## src/source/core_pkg.sv

```systemverilog
`default_nettype none

package core_pkg;

	typedef logic [31:0] word;
	typedef logic [3:0] reg_num;
	// n z c v, msb first
	typedef logic [3:0] psr_flags;

	typedef enum logic [2:0] {
		FETCH,
		ISSUE,
		TRANSFER,
		BASE_WRITEBACK,
		MUL,
		MUL_HI_WB,
		EXCEPTION
	} ctrl_cycle;

	typedef enum logic [2:0] {
		ADD,
		SUB,
		AND,
		ORR,
		MOV
	} alu_op;

	localparam logic [3:0] OP_ADD = 4'd0;
	localparam logic [3:0] OP_SUB = 4'd1;
	localparam logic [3:0] OP_AND = 4'd2;
	localparam logic [3:0] OP_ORR = 4'd3;
	localparam logic [3:0] OP_MOVI = 4'd4;
	localparam logic [3:0] OP_LDR = 4'd5;
	localparam logic [3:0] OP_STR = 4'd6;
	localparam logic [3:0] OP_MUL = 4'd7;
	localparam logic [3:0] OP_SWI = 4'd8;

	// instruction fields
	localparam int OP_LSB = 28;
	localparam int S_BIT = 27;
	localparam int W_BIT = 26;
	localparam int RD_LSB = 20;
	localparam int RA_LSB = 16;
	localparam int RB_LSB = 12;
	localparam int IMM_W = 12;
	localparam int RHI_LSB = 0;

	localparam int FLAG_N = 3;
	localparam int FLAG_Z = 2;
	localparam int FLAG_C = 1;
	localparam int FLAG_V = 0;

	localparam reg_num R14 = 4'd14;
	localparam reg_num R15 = 4'd15;

endpackage

`default_nettype wire

```

## src/source/core_alu.sv

```systemverilog
`timescale 1ns/1ns
`default_nettype none

module core_alu (
	input  core_pkg::alu_op    op,
	input  core_pkg::word      a,
	input  core_pkg::word      b,
	input  core_pkg::psr_flags carry_in_flags,
	output core_pkg::word      q,
	output core_pkg::psr_flags flags
);

	import core_pkg::*;

	logic [32:0] sum;
	logic        c;
	logic        v;

	always_comb begin
		// logical ops keep c and v
		c = carry_in_flags[FLAG_C];
		v = carry_in_flags[FLAG_V];
		sum = '0;
		q = b;

		case (op)
			ADD: begin
				sum = {1'b0, a} + {1'b0, b};
				q = sum[31:0];
				c = sum[32];
				v = (a[31] == b[31]) && (q[31] != a[31]);
			end
			SUB: begin
				// carry out here is not-borrow
				sum = {1'b0, a} + {1'b0, ~b} + 33'd1;
				q = sum[31:0];
				c = sum[32];
				v = (a[31] != b[31]) && (q[31] != a[31]);
			end
			AND: q = a & b;
			ORR: q = a | b;
			default: q = b;
		endcase

		flags[FLAG_N] = q[31];
		flags[FLAG_Z] = (q == '0);
		flags[FLAG_C] = c;
		flags[FLAG_V] = v;
	end

endmodule

`default_nettype wire

```

## src/source/core_control_cycle.sv

```systemverilog
`timescale 1ns/1ns
`default_nettype none

module core_control_cycle #(
	parameter core_pkg::word reset_pc = 32'h0000_0000,
	parameter core_pkg::word swi_vector = 32'h0000_0008,
	parameter core_pkg::word undef_vector = 32'h0000_0004
) (
	input  logic                clk,
	input  logic                rst,
	output logic                insn_req,
	input  logic                insn_ack,
	input  core_pkg::word       insn,
	output core_pkg::word       insn_q,
	output logic                mem_req,
	output logic                mem_write,
	input  logic                mem_ack,
	output core_pkg::word       mem_addr,
	output core_pkg::word       mem_wdata,
	input  logic                w,
	input  logic                is_load,
	input  logic                is_store,
	input  logic                is_mul,
	input  logic                is_exc,
	input  logic                vector_sel,
	input  core_pkg::word       base_sum,
	input  core_pkg::word       store_data,
	output core_pkg::ctrl_cycle cycle,
	output core_pkg::ctrl_cycle next_cycle,
	output logic                issue,
	output logic                mem_ready,
	output core_pkg::word       saved_base,
	output core_pkg::word       vector,
	output core_pkg::word       pc,
	output logic                mul_start,
	input  logic                mul_done
);

	import core_pkg::*;

	logic xfer_done;
	logic exc_ret;
	logic fetch_done;
	logic xfer_start;

	// second pass through ISSUE after an exception writes r14
	assign issue = (cycle == ISSUE) && !exc_ret;
	assign fetch_done = (cycle == FETCH) && insn_req && insn_ack;
	assign xfer_start = (cycle == TRANSFER) && !mem_req && !mem_ack && !xfer_done;
	assign mem_ready = (cycle == TRANSFER) && mem_req && mem_ack;
	assign mem_addr = saved_base;
	assign mul_start = issue && is_mul;

	always_comb begin
		next_cycle = cycle;
		case (cycle)
			FETCH:
				if (fetch_done)
					next_cycle = ISSUE;
			ISSUE:
				if (!issue)
					next_cycle = FETCH;
				else if (is_exc)
					next_cycle = EXCEPTION;
				else if (is_mul)
					next_cycle = MUL;
				else if (is_load || is_store)
					next_cycle = TRANSFER;
				else
					next_cycle = FETCH;
			// wait for ack to fall before moving on
			TRANSFER:
				if (xfer_done && !mem_ack)
					next_cycle = w ? BASE_WRITEBACK : FETCH;
			MUL:
				if (mul_done)
					next_cycle = MUL_HI_WB;
			EXCEPTION: next_cycle = ISSUE;
			default: next_cycle = FETCH;
		endcase
	end

	always_ff @(posedge clk) begin
		if (rst) begin
			cycle <= FETCH;
			pc <= reset_pc;
			insn_req <= 1'b0;
			mem_req <= 1'b0;
			xfer_done <= 1'b0;
			exc_ret <= 1'b0;
		end else begin
			cycle <= next_cycle;
			exc_ret <= (cycle == EXCEPTION);
			if (cycle == FETCH && !insn_req && !insn_ack)
				insn_req <= 1'b1;
			if (fetch_done) begin
				insn_req <= 1'b0;
				pc <= pc + 32'd4;
			end
			if (xfer_start)
				mem_req <= 1'b1;
			if (mem_ready) begin
				mem_req <= 1'b0;
				xfer_done <= 1'b1;
			end else if (xfer_done && !mem_ack) begin
				xfer_done <= 1'b0;
			end
		end
	end

	always_ff @(posedge clk) begin
		if (fetch_done)
			insn_q <= insn;
		if (issue && is_exc)
			vector <= vector_sel ? swi_vector : undef_vector;
		// address and data held for the whole handshake
		if (xfer_start) begin
			saved_base <= base_sum;
			mem_write <= is_store;
			mem_wdata <= store_data;
		end
	end

endmodule

`default_nettype wire

```

## src/source/core_control_writeback.sv

```systemverilog
`timescale 1ns/1ns
`default_nettype none

module core_control_writeback (
	input  logic                clk,
	input  logic                rst,
	input  core_pkg::ctrl_cycle cycle,
	input  core_pkg::ctrl_cycle next_cycle,
	input  logic                issue,
	input  logic                s,
	input  logic                is_alu,
	input  logic                w,
	input  logic                is_store,
	input  logic                mem_ready,
	input  core_pkg::reg_num    dec_rd,
	input  core_pkg::reg_num    ra,
	input  core_pkg::reg_num    rhi,
	input  core_pkg::word       q_alu,
	input  core_pkg::word       mem_data_rd,
	input  core_pkg::word       saved_base,
	input  core_pkg::word       vector,
	input  core_pkg::word       mul_q_hi,
	input  core_pkg::word       mul_q_lo,
	input  core_pkg::psr_flags  alu_flags,
	output core_pkg::reg_num    rd,
	output logic                writeback,
	output logic                update_flags,
	output core_pkg::word       wr_value,
	output core_pkg::psr_flags  wb_alu_flags
);

	import core_pkg::*;

	reg_num final_rd;
	logic   final_writeback;
	logic   final_update_flags;

	// flags land one cycle after the alu write
	assign update_flags = final_update_flags;

	always_comb begin
		rd = dec_rd;
		writeback = 1'b0;
		wr_value = q_alu;

		case (cycle)
			ISSUE:
				if (issue) begin
					writeback = is_alu;
				end else begin
					// return address, alu passes pc through
					rd = final_rd;
					writeback = final_writeback;
				end
			TRANSFER: begin
				rd = final_rd;
				wr_value = mem_data_rd;
				writeback = mem_ready && final_writeback;
			end
			BASE_WRITEBACK: begin
				rd = ra;
				wr_value = saved_base;
				writeback = w;
			end
			MUL: begin
				rd = final_rd;
				wr_value = mul_q_lo;
				writeback = (next_cycle == MUL_HI_WB) && final_writeback;
			end
			MUL_HI_WB: begin
				rd = rhi;
				wr_value = mul_q_hi;
				writeback = 1'b1;
			end
			EXCEPTION: begin
				rd = R15;
				wr_value = vector;
				writeback = 1'b1;
			end
			default: ;
		endcase
	end

	always_ff @(posedge clk) begin
		if (rst) begin
			final_rd <= '0;
			final_writeback <= 1'b0;
			final_update_flags <= 1'b0;
		end else begin
			final_update_flags <= (cycle == ISSUE) && issue && is_alu && s;
			case (next_cycle)
				TRANSFER, MUL:
					if (cycle == ISSUE) begin
						final_rd <= dec_rd;
						// stores only write the base
						final_writeback <= !is_store;
					end
				EXCEPTION: begin
					final_rd <= R14;
					final_writeback <= 1'b1;
				end
				FETCH: final_writeback <= 1'b0;
				default: ;
			endcase
		end
	end

	always_ff @(posedge clk) begin
		wb_alu_flags <= alu_flags;
	end

endmodule

`default_nettype wire

```

## src/source/core_decode.sv

```systemverilog
`timescale 1ns/1ns
`default_nettype none

module core_decode (
	input  core_pkg::word    insn,
	output logic [3:0]       op,
	output core_pkg::alu_op  alu,
	output logic             s,
	output logic             w,
	output logic             is_alu,
	output logic             is_load,
	output logic             is_store,
	output logic             is_mul,
	output logic             is_exc,
	output core_pkg::reg_num rd,
	output core_pkg::reg_num ra,
	output core_pkg::reg_num rb,
	output core_pkg::reg_num rhi,
	output core_pkg::word    imm,
	output logic             vector_sel
);

	import core_pkg::*;

	always_comb begin
		op = insn[OP_LSB +: 4];
		s = insn[S_BIT];
		w = insn[W_BIT];
		rd = insn[RD_LSB +: 4];
		ra = insn[RA_LSB +: 4];
		rb = insn[RB_LSB +: 4];
		// mul high half destination sits in the low imm bits
		rhi = insn[RHI_LSB +: 4];
		imm = {{(32 - IMM_W){1'b0}}, insn[IMM_W-1:0]};

		alu = ADD;
		is_alu = 1'b0;
		is_load = 1'b0;
		is_store = 1'b0;
		is_mul = 1'b0;
		is_exc = 1'b0;
		vector_sel = 1'b0;

		case (op)
			OP_ADD: begin
				is_alu = 1'b1;
				alu = ADD;
			end
			OP_SUB: begin
				is_alu = 1'b1;
				alu = SUB;
			end
			OP_AND: begin
				is_alu = 1'b1;
				alu = AND;
			end
			OP_ORR: begin
				is_alu = 1'b1;
				alu = ORR;
			end
			OP_MOVI: begin
				is_alu = 1'b1;
				alu = MOV;
			end
			OP_LDR: is_load = 1'b1;
			OP_STR: is_store = 1'b1;
			OP_MUL: is_mul = 1'b1;
			OP_SWI: begin
				is_exc = 1'b1;
				vector_sel = 1'b1;
			end
			// undefined opcode
			default: is_exc = 1'b1;
		endcase
	end

endmodule

`default_nettype wire

```

## src/source/core_exec_top.sv

```systemverilog
`timescale 1ns/1ns
`default_nettype none

module core_exec_top #(
	parameter core_pkg::word reset_pc = 32'h0000_0000,
	parameter core_pkg::word swi_vector = 32'h0000_0008,
	parameter core_pkg::word undef_vector = 32'h0000_0004
) (
	input  logic               clk,
	input  logic               rst,
	output logic               insn_req,
	input  logic               insn_ack,
	input  core_pkg::word      insn,
	output logic               mem_req,
	output logic               mem_write,
	input  logic               mem_ack,
	output core_pkg::word      mem_addr,
	output core_pkg::word      mem_wdata,
	input  core_pkg::word      mem_rdata,
	output logic               wb_valid,
	output core_pkg::reg_num   wb_rd,
	output core_pkg::word      wb_value,
	output core_pkg::psr_flags flags
);

	import core_pkg::*;

	word        insn_q;
	word        imm;
	word        rdata_a;
	word        rdata_b;
	word        alu_b;
	word        q_alu;
	word        saved_base;
	word        vector;
	word        pc;
	word        mul_q_hi;
	word        mul_q_lo;
	logic [3:0] op;
	alu_op      dec_alu;
	alu_op      alu_sel;
	logic       s;
	logic       w;
	logic       is_alu;
	logic       is_load;
	logic       is_store;
	logic       is_mul;
	logic       is_exc;
	logic       vector_sel;
	reg_num     dec_rd;
	reg_num     ra;
	reg_num     rb;
	reg_num     rhi;
	reg_num     raddr_b;
	ctrl_cycle  cycle;
	ctrl_cycle  next_cycle;
	logic       issue;
	logic       mem_ready;
	logic       mul_start;
	logic       mul_done;
	logic       update_flags;
	psr_flags   alu_flags;
	psr_flags   wb_alu_flags;

	// stores read their data register on port b
	assign raddr_b = is_store ? dec_rd : rb;

	// address add in TRANSFER, pc pass-through on exception return
	assign alu_sel = (cycle == TRANSFER) ? ADD : (issue ? dec_alu : MOV);
	assign alu_b = (cycle == TRANSFER) ? imm :
		(!issue ? pc : ((op == OP_MOVI) ? imm : rdata_b));

	core_decode decode_i (
		.insn      (insn_q),
		.op        (op),
		.alu       (dec_alu),
		.s         (s),
		.w         (w),
		.is_alu    (is_alu),
		.is_load   (is_load),
		.is_store  (is_store),
		.is_mul    (is_mul),
		.is_exc    (is_exc),
		.rd        (dec_rd),
		.ra        (ra),
		.rb        (rb),
		.rhi       (rhi),
		.imm       (imm),
		.vector_sel(vector_sel)
	);

	core_alu alu_i (
		.op            (alu_sel),
		.a             (rdata_a),
		.b             (alu_b),
		.carry_in_flags(flags),
		.q             (q_alu),
		.flags         (alu_flags)
	);

	core_mul mul_i (
		.clk  (clk),
		.rst  (rst),
		.start(mul_start),
		.a    (rdata_a),
		.b    (rdata_b),
		.busy (),
		.done (mul_done),
		.q_hi (mul_q_hi),
		.q_lo (mul_q_lo)
	);

	core_control_cycle #(
		.reset_pc    (reset_pc),
		.swi_vector  (swi_vector),
		.undef_vector(undef_vector)
	) control_cycle_i (
		.clk       (clk),
		.rst       (rst),
		.insn_req  (insn_req),
		.insn_ack  (insn_ack),
		.insn      (insn),
		.insn_q    (insn_q),
		.mem_req   (mem_req),
		.mem_write (mem_write),
		.mem_ack   (mem_ack),
		.mem_addr  (mem_addr),
		.mem_wdata (mem_wdata),
		.w         (w),
		.is_load   (is_load),
		.is_store  (is_store),
		.is_mul    (is_mul),
		.is_exc    (is_exc),
		.vector_sel(vector_sel),
		.base_sum  (q_alu),
		.store_data(rdata_b),
		.cycle     (cycle),
		.next_cycle(next_cycle),
		.issue     (issue),
		.mem_ready (mem_ready),
		.saved_base(saved_base),
		.vector    (vector),
		.pc        (pc),
		.mul_start (mul_start),
		.mul_done  (mul_done)
	);

	core_control_writeback control_writeback_i (
		.clk         (clk),
		.rst         (rst),
		.cycle       (cycle),
		.next_cycle  (next_cycle),
		.issue       (issue),
		.s           (s),
		.is_alu      (is_alu),
		.w           (w),
		.is_store    (is_store),
		.mem_ready   (mem_ready),
		.dec_rd      (dec_rd),
		.ra          (ra),
		.rhi         (rhi),
		.q_alu       (q_alu),
		.mem_data_rd (mem_rdata),
		.saved_base  (saved_base),
		.vector      (vector),
		.mul_q_hi    (mul_q_hi),
		.mul_q_lo    (mul_q_lo),
		.alu_flags   (alu_flags),
		.rd          (wb_rd),
		.writeback   (wb_valid),
		.update_flags(update_flags),
		.wr_value    (wb_value),
		.wb_alu_flags(wb_alu_flags)
	);

	core_regfile regfile_i (
		.clk     (clk),
		.rst     (rst),
		.raddr_a (ra),
		.raddr_b (raddr_b),
		.rdata_a (rdata_a),
		.rdata_b (rdata_b),
		.we      (wb_valid),
		.waddr   (wb_rd),
		.wdata   (wb_value),
		.flags_we(update_flags),
		.flags_in(wb_alu_flags),
		.flags   (flags)
	);

endmodule

`default_nettype wire

```

## src/source/core_mul.sv

```systemverilog
`timescale 1ns/1ns
`default_nettype none

module core_mul (
	input  logic          clk,
	input  logic          rst,
	input  logic          start,
	input  core_pkg::word a,
	input  core_pkg::word b,
	output logic          busy,
	output logic          done,
	output core_pkg::word q_hi,
	output core_pkg::word q_lo
);

	import core_pkg::*;

	localparam logic [3:0] DIGITS = 4'd8;

	logic [63:0] acc;
	logic [63:0] mcand;
	word         mplier;
	logic [3:0]  count;

	assign q_hi = acc[63:32];
	assign q_lo = acc[31:0];

	always_ff @(posedge clk) begin
		if (rst) begin
			busy <= 1'b0;
			done <= 1'b0;
			count <= '0;
		end else begin
			done <= 1'b0;
			if (start) begin
				busy <= 1'b1;
				count <= DIGITS;
			end else if (busy) begin
				count <= count - 4'd1;
				if (count == 4'd1) begin
					busy <= 1'b0;
					done <= 1'b1;
				end
			end
		end
	end

	// one radix-16 digit of b per cycle
	always_ff @(posedge clk) begin
		if (start) begin
			acc <= '0;
			mcand <= {32'b0, a};
			mplier <= b;
		end else if (busy) begin
			acc <= acc + mcand * 64'(mplier[3:0]);
			mcand <= mcand << 4;
			mplier <= mplier >> 4;
		end
	end

endmodule

`default_nettype wire

```

## src/source/core_regfile.sv

```systemverilog
`timescale 1ns/1ns
`default_nettype none

module core_regfile (
	input  logic               clk,
	input  logic               rst,
	input  core_pkg::reg_num   raddr_a,
	input  core_pkg::reg_num   raddr_b,
	output core_pkg::word      rdata_a,
	output core_pkg::word      rdata_b,
	input  logic               we,
	input  core_pkg::reg_num   waddr,
	input  core_pkg::word      wdata,
	input  logic               flags_we,
	input  core_pkg::psr_flags flags_in,
	output core_pkg::psr_flags flags
);

	import core_pkg::*;

	word regs [16];

	// reads are never in flight with a write to the same register
	assign rdata_a = regs[raddr_a];
	assign rdata_b = regs[raddr_b];

	always_ff @(posedge clk) begin
		if (rst) begin
			for (int i = 0; i < 16; i++) begin
				regs[i] <= '0;
			end
			flags <= '0;
		end else begin
			if (we)
				regs[waddr] <= wdata;
			if (flags_we)
				flags <= flags_in;
		end
	end

endmodule

`default_nettype wire

```

## config.mk

```make
export PLATFORM = sky130hd
export DESIGN_NAME = core_exec_top
export DESIGN_NICKNAME = d
export VERILOG_FILES = /design/src/source/core_pkg.sv /design/src/source/core_alu.sv /design/src/source/core_control_cycle.sv /design/src/source/core_control_writeback.sv /design/src/source/core_decode.sv /design/src/source/core_exec_top.sv /design/src/source/core_mul.sv /design/src/source/core_regfile.sv
export SDC_FILE = /design/constraint.sdc
export NUM_CORES = 2
export LEC_CHECK = 0
export ABC_AREA = 1
export BUFFER_PORTS_ARGS = -buffer_cell sky130_fd_sc_hd__buf_2
export CAP_MARGIN = 20
export CORE_UTILIZATION = 50
export CTS_CLUSTER_DIAMETER = 150
export CTS_CLUSTER_SIZE = 40
export DETAILED_ROUTE_END_ITERATION = 16
export PLACE_DENSITY = 0.66
export SLEW_MARGIN = 20
export SYNTH_ARGS = -nofsm -noshare
export SYNTH_HDL_FRONTEND = slang
export SYNTH_SLANG_ARGS = --single-unit
```

## constraint.sdc

```tcl
create_clock -name clk -period 17.1 [get_ports clk]
set_clock_uncertainty 0.1 [all_clocks]
set_input_delay 1.71 -clock clk [delete_from_list [all_inputs] [get_ports clk]]
set_output_delay 1.71 -clock clk [all_outputs]
set_load 0.01 [all_outputs]
```

# [Yosys cells after proc, flatten, opt, wreduce, memory -nomap -nowiden]
# Memory sizes are Yosys's and may differ from the RTL's. A register that Yosys moved wholly into a read port is not among the register bits.
# Cells that the tools add are included.
[totals] regBits=348 ramBits=512 in_bits=68 mem_count=1
[memory_table] memory="regfile_i.regs" depth=16 width=32 read_ports=2 rd_ports_with_merged_regs=1 wr=16 line_no="core_regfile.sv:21" rtl="word regs [16];"
[classes] n_addsub=6 n_mul=1 n_eq_ne=27 n_mux=56 n_bitwise=4 n_reduce_logical=49
[ops] op="32-bit two-way mux" count=8
[ops] op="32-bit one-hot mux with 5 select lines" count=1
[ops] op="32-bit one-hot mux with 4 select lines" count=1
[ops] op="32-bit by 32-bit adder with 33-bit output" count=2
[ops] op="64-bit adder" count=1
[ops] op="64-bit by 4-bit multiplier with 64-bit output" count=1
[ops] op="33-bit by 1-bit adder with 33-bit output (second input constant)" count=1
[ops] op="32-bit by 3-bit adder with 32-bit output (second input constant)" count=1
[ops] op="32-bit AND" count=1
[ops] op="32-bit zero test" count=1
[ops] op="4-bit two-way mux" count=8
[ops] op="32-bit NOT" count=1
[ops] op="32-bit OR" count=1
[ops] op="32-bit OR reduction" count=1
[ops] op="3-bit two-way mux" count=8
[ops] op="1-bit logical AND" count=20
[ops] op="1-bit two-way mux" count=20
[ops] op="4-bit one-hot mux with 5 select lines" count=1
[ops] op="3-bit equality test (second input constant)" count=6
[ops] op="4-bit by 3-bit equality test with 1-bit output (second input constant)" count=4
[ops] op="3-bit by 2-bit equality test with 1-bit output (second input constant)" count=5
[ops] op="3-bit one-hot mux with 5 select lines" count=1
[ops] op="3-bit one-hot mux with 4 select lines" count=1
[ops] op="2-bit OR reduction" count=6
[ops] op="24 further kinds" count=42

# [Longest topological paths before layout]
[logic_depth] word_depth=16 depth_mapped=37 ltp_nobuf=33

# [Cells and area by module]
# Synthesis repeated with hierarchy kept, for this count alone.
[hier_totals] hier_cells=9466 area_unflattened_um2=64614.5
[modules_own_cells] mod="core_regfile" n_inst=1 cells_each=3916 area_per_inst_um2=29787.3 seq_area_each_um2=15454.8
[modules_own_cells] mod="core_mul" n_inst=1 cells_each=2913 area_per_inst_um2=18525.3 seq_area_each_um2=3963.8
[modules_own_cells] mod="core_alu" n_inst=1 cells_each=1326 area_per_inst_um2=6851.6 seq_area_each_um2=0.0
[modules_own_cells] mod="core_control_cycle" n_inst=1 cells_each=490 area_per_inst_um2=5600.4 seq_area_each_um2=3713.6
[modules_own_cells] mod="core_control_writeback" n_inst=1 cells_each=448 area_per_inst_um2=1984.4 seq_area_each_um2=200.2
[modules_own_cells] mod="core_exec_top" n_inst=1 cells_each=296 area_per_inst_um2=1371.3 seq_area_each_um2=0.0
[modules_own_cells] mod="core_decode" n_inst=1 cells_each=77 area_per_inst_um2=494.2 seq_area_each_um2=0.0

# [Worst setup path after synthesis]
# No wires, ideal clock.
[synth_timing] kind="input -> register" startpoint="in mem_ack" endpoint="reg control_cycle_i.saved_base[0] (netlist: control_cycle_i.mem_addr[0]), enable pin" setup_time_ns=0.651 t_arrival_ns=7.976 path_slack_ns=8.374 stages=1 path_cell_list="nor4_1"
[synth_via] elab_chain_cells=3
[synth_rtl] element="from (decl)" line_no="core_exec_top.sv:16" rtl="input logic mem_ack,"
[synth_rtl] element="1-bit zero test" line_no="core_control_cycle.sv:49" rtl="assign xfer_start = (cycle == TRANSFER) && !mem_req && !mem_ack && !xfer_done;"
[synth_rtl] element="1-bit logical AND (2 in a row)" line_no="core_control_cycle.sv:49"
[synth_rtl] element="to (signal assigned)" line_no="core_control_cycle.sv:118" rtl="saved_base <= base_sum;"
[synth_rtl] element="to (decl)" line_no="core_control_cycle.sv:32" rtl="output core_pkg::word saved_base,"
# Every way passes these cells.
# A chain may end at the register's enable or synchronous reset.

# [Worst setup path in the final report]
[layout_timing] startpoint="reg control_cycle_i.insn_q[31]" endpoint="out wb_value[31]"
[layout_via] elab_chain_cells=12 word_cells_on_any_way=26 cone_classes="add/sub: 3; eq/ne: 8; mux: 10; bitwise: 3; reduce/logical: 1; memory: 1"
[layout_rtl] element="from (decl)" line_no="core_control_cycle.sv:14" rtl="output core_pkg::word insn_q,"
[layout_rtl] element="from (signal assigned)" line_no="core_control_cycle.sv:113" rtl="insn_q <= insn;"
[layout_rtl] element="4-bit by 3-bit equality test with 1-bit output (*)" line_no="core_decode.sv:44" rtl="case (op)"
[layout_rtl] element="1-bit two-way mux (*)" line_no="core_decode.sv:44"
[layout_rtl] element="4-bit two-way mux (*)" line_no="core_exec_top.sv:66" rtl="assign raddr_b = is_store ? dec_rd : rb;"
[layout_rtl] element="memory read 16 x 32 bit (*)"
[layout_rtl] element="via control_cycle_i.store_data[22]" line_no="core_control_cycle.sv:27" rtl="input core_pkg::word store_data,"
[layout_rtl] element="32-bit two-way mux (*) (2 in a row)" line_no="core_exec_top.sv:71" rtl="(!issue ? pc : ((op == OP_MOVI) ? imm : rdata_b));"
[layout_rtl] element="32-bit two-way mux (*)" line_no="core_exec_top.sv:70" rtl="assign alu_b = (cycle == TRANSFER) ? imm :"
[layout_rtl] element="32-bit NOT" line_no="core_alu.sv:35" rtl="sum = {1'b0, a} + {1'b0, ~b} + 33'd1;"
[layout_rtl] element="32-bit by 32-bit adder with 33-bit output" line_no="core_alu.sv:35"
[layout_rtl] element="33-bit by 1-bit adder with 33-bit output" line_no="core_alu.sv:35"
[layout_rtl] element="32-bit one-hot mux with 4 select lines (*)" line_no="core_alu.sv:26" rtl="case (op)"
[layout_rtl] element="via alu_flags[3]" line_no="core_exec_top.sv:62" rtl="psr_flags alu_flags;"
[layout_rtl] element="32-bit one-hot mux with 5 select lines (*)" line_no="core_control_writeback.sv:46" rtl="case (cycle)"
[layout_rtl] element="to (decl)" line_no="core_exec_top.sv:22" rtl="output core_pkg::word wb_value,"
# Mark *: on every way through the listed nets, which the timed path passes. The rest lies on a longest branch.

==> impl_metrics.tcl <==
set metrics [dict create \
    detailroute.via_count 51900 \
    critical_path.startpoint_type "flip-flop" \
    routabilityCongestion 1.05 \
    synth_top_cells_by_area "sky130_fd_sc_hd__edfxtp_1 (36%), sky130_fd_sc_hd__nand2_1 (9.7%), sky130_fd_sc_hd__fa_1 (6.5%)" \
    yosys.cell_count.top_type "sky130_fd_sc_hd__nand2_1" \
    wl_um 220000 \
    vias_in_the_first_global_route 49200 \
    drc_errors 0 \
    achievable-frequency_mhz 94.9 \
    report.final.setup_viol 0 \
    clk_transition_reported_paths_ns 0.16 \
    finalHoldViolCount 0 \
    hold_start "mul_i.count[2]" \
    initial_antenna_violation_count 17 \
    syn-num-nets 7587 \
    boundaryPins 176 \
    max-slew-margin-rel_pct 27.0 \
    crit_path_max_incr_delay_ns 0.81 \
    drtAntennaViolNets 0 \
    reg2reg_depth 24 \
    worst-setup-path-type "flip-flop to primary output" \
    syn-mean-instance-area_sq_um 7.89 \
    critPathSlowestCell "sky130_fd_sc_hd__buf_4" \
    floorplan.die_area_sq_um 114000 \
    final_period_minus_worst_setup_slack_ns 10.54 \
    pins_over_their_slew_limit 0 \
    routedWlPerCell_um 25.7 \
    synthMuxAreaShare_pct 0.312 \
    power_uw 5510 \
    gr-usage-all-layers_pct 37.2 \
    clock_tree_from_tritoncts "built" \
    endpoint "wb_value[31]" \
    synth-async-reset-ratio_pct 0 \
    totalNegativeSetupSlack_ns 0 \
    die_height_um 338 \
    tightestPinTransition_ns 1.09 \
    critical_path.startpoint "control_cycle_i.insn_q[31]" \
    fp.coreArea_sq_um 112000 \
    port-buffer-count 173 \
    cts.sink_count 830 \
    clk_root_buffer_cell "sky130_fd_sc_hd__clkbuf_16" \
    maxCapViolCount 0 \
    cts-hold-fix-buffers 0 \
    die_width_um 338 \
    syn-cell-area_sq_um 56600 \
    initial_utilization_pct 50.4 \
    area_growth_pct 4.43 \
    hold_class "flip-flop to flip-flop" \
    synth.distinct_cells 64 \
    synth_edf_count 673 \
    insertion_delay_ns 0.73 \
    syn_inst 7167 \
    synth_top_family_by_area "simple AND/OR/NAND/NOR gates" \
    cts.htree.levels 1 \
    critical_path_peak_fanout 140 \
    fin_util_pct 52.6 \
    vdd.ir_drop.worst_mv 0.0853 \
    final_layout_size_suffix_gt1_share_pct 6.60 \
    inserted_clock_buffers 26 \
    ys_top_cells_by_count "sky130_fd_sc_hd__nand2_1 (1,463), sky130_fd_sc_hd__inv_1 (897), sky130_fd_sc_hd__nor2_1 (891)" \
    num-nets-final 7448 \
    timing.rr.start "control_cycle_i.insn_q[31]" \
    worstPathRequired_ns 15.29 \
    synth_adder_area_share_pct 10.2 \
    run_status "finished, final reports clean" \
    grt-ovfl-total 0 \
    cts.repair_timing.setup_buffer_count 0 \
    drt-pass1-iter-count 8 \
    synth_compound_gate_area_share_pct 15.5 \
    rsz0062_at_grt "false" \
    seq_area_frac_synth_pct 41.3 \
    synth_simple_gate_area_share_pct 21.8 \
    grt_first_pass_wirelength_um 316000 \
    dr.first_iter.drc_count 6818 \
    regToRegEndpoint "regfile_i.regs[14][31]" \
    yosys_warnings 0 \
    reg2reg_slack_ns 8.54 \
    fillers 10800 \
    power.density_nw_per_um2 93.3 \
    power_leakage_uw 0.0247 \
    synthFlopType "sky130_fd_sc_hd__edfxtp_1" \
    worst_slack_ns 6.56 \
    worst_ep_arrival_time_ns 8.73 \
    path_common_cell "sky130_fd_sc_hd__nand2_1" \
    ctsResizeCount 0 \
    number_of_placement_rows 123 \
    number_of_register_bits_inferred_by_synthesis 830 \
    grt_max_degree 141 \
    synth_area_leader_cell "sky130_fd_sc_hd__edfxtp_1" \
    synthDominantCellAreaShare_pct 35.7 \
    synth_xor_xnor_area_share_pct 0.991 \
    clockBufferDepth 3 \
    pre_cts_ws_ns 7.66 \
    final_clock_period_utilization_by_the_worst_path_pct 61.6 \
    critical_path.endpoint_type "primary output" \
    viasPerCell 6.07 \
    dpl.hpwl_um 153000 \
]
==> how the worst min path moves through the flow <==
| stage | end | slack, ns | depth (start not counted) |
|---|---|---|---|
| 2_1_floorplan | regfile_i.flags[1] | 0.33 | 2 |
| 3_3_place_gp | regfile_i.flags[3] | 0.34 | 2 |
| 3_5_place_dp | regfile_i.flags[2] | 0.34 | 2 |
| 4_1_cts | mul_i.count[2] | 0.37 | 2 |
| 5_1_grt | control_writeback_i.final_rd[1] | 0.41 | 2 |
| 6_report | mul_i.count[2] | 0.37 | 2 |
==> placed cells by master, fill, tap and decap left out, types with 168 or more instances in the layout <==
cell / n
sky130_fd_sc_hd__nand2_1: 1445
sky130_fd_sc_hd__inv_1: 894
sky130_fd_sc_hd__nor2_1: 891
sky130_fd_sc_hd__edfxtp_1: 673
sky130_fd_sc_hd__a21oi_1: 590
sky130_fd_sc_hd__o21ai_0: 517
sky130_fd_sc_hd__nand3_1: 429
sky130_fd_sc_hd__fa_1: 184
sky130_fd_sc_hd__buf_2: 173
sky130_fd_sc_hd__ha_1: 168
==> critical path: cells and delay by family, from the launching register on <==
kind | cells | cell delay (ns)
and+or+nand+nor | 15 | 2.97
buffers and inverters | 7 | 2.38
DFF | 1 | 0.53
adders and majority gates | 1 | 0.48
AOI/OAI and AO/OA | 6 | 1.35
==> cells by family after synthesis <==
family	Yosys count
fa+ha+maj	352
simple gates	2983
xor+xnor	64
buf+inv	1402
compound gates	1519
flops	830
mux	17
==> sequential cells by signal, summed over array words and instances (netlist names), 30 cells and up, named ones only <==
signal	count
control_cycle_i.mem_wdata	32
control_cycle_i.pc	30
control_cycle_i.mem_addr	32
mul_i.mplier	32
mul_i.mcand	64
control_cycle_i.insn_q	30
mul_i.acc	64
regfile_i.regs	512
==> metrics by stage <==
step | cell area [sq um] | instances | hold WS (ns)
after global placement | 58200 | 8500 | 0.340
final | 59100 | 8558 | 0.372
after floorplan | 56600 | 7167 | 0.331
after global routing | 59100 | 8555 | 0.409
after detailed placement | 58200 | 8500 | 0.342
after CTS | 59100 | 8548 | 0.374
==> routing by layer <==
metal | wire, um | global-route usage [%] | vias up
li1 | - | - | 23500
met1 | 79700 | 46.2 | 24800
met2 | 101000 | 60.5 | 3016
met3 | 24000 | 7.23 | 660
met4 | 14600 | 21.5 | 4
met5 | 26 | 0 | -
==> layout make-up <==
class                      instances  area, sq um  area share, %
clock buffer                      40          713           1.21
clock inverter                     8          139          0.235
antenna                           10         25.0         0.0424
sequential                       830        23400           39.5
timing repair buffer             256         1500           2.54
tap                             1500         1880           3.18
multi-input combinational       4935        27800           47.0
inverter                         979         3680           6.24
==> report_power, final <==
| group | internal (uW) | total, uW | leakage [uW] | switching [uW] |
|---|---|---|---|---|
| clock | 309 | 980 | 0.000401 | 671 |
| sequential | 2300 | 2390 | 0.00804 | 97.5 |
| combinational | 605 | 2140 | 0.0163 | 1530 |
(Power assumes the default switching activity.)
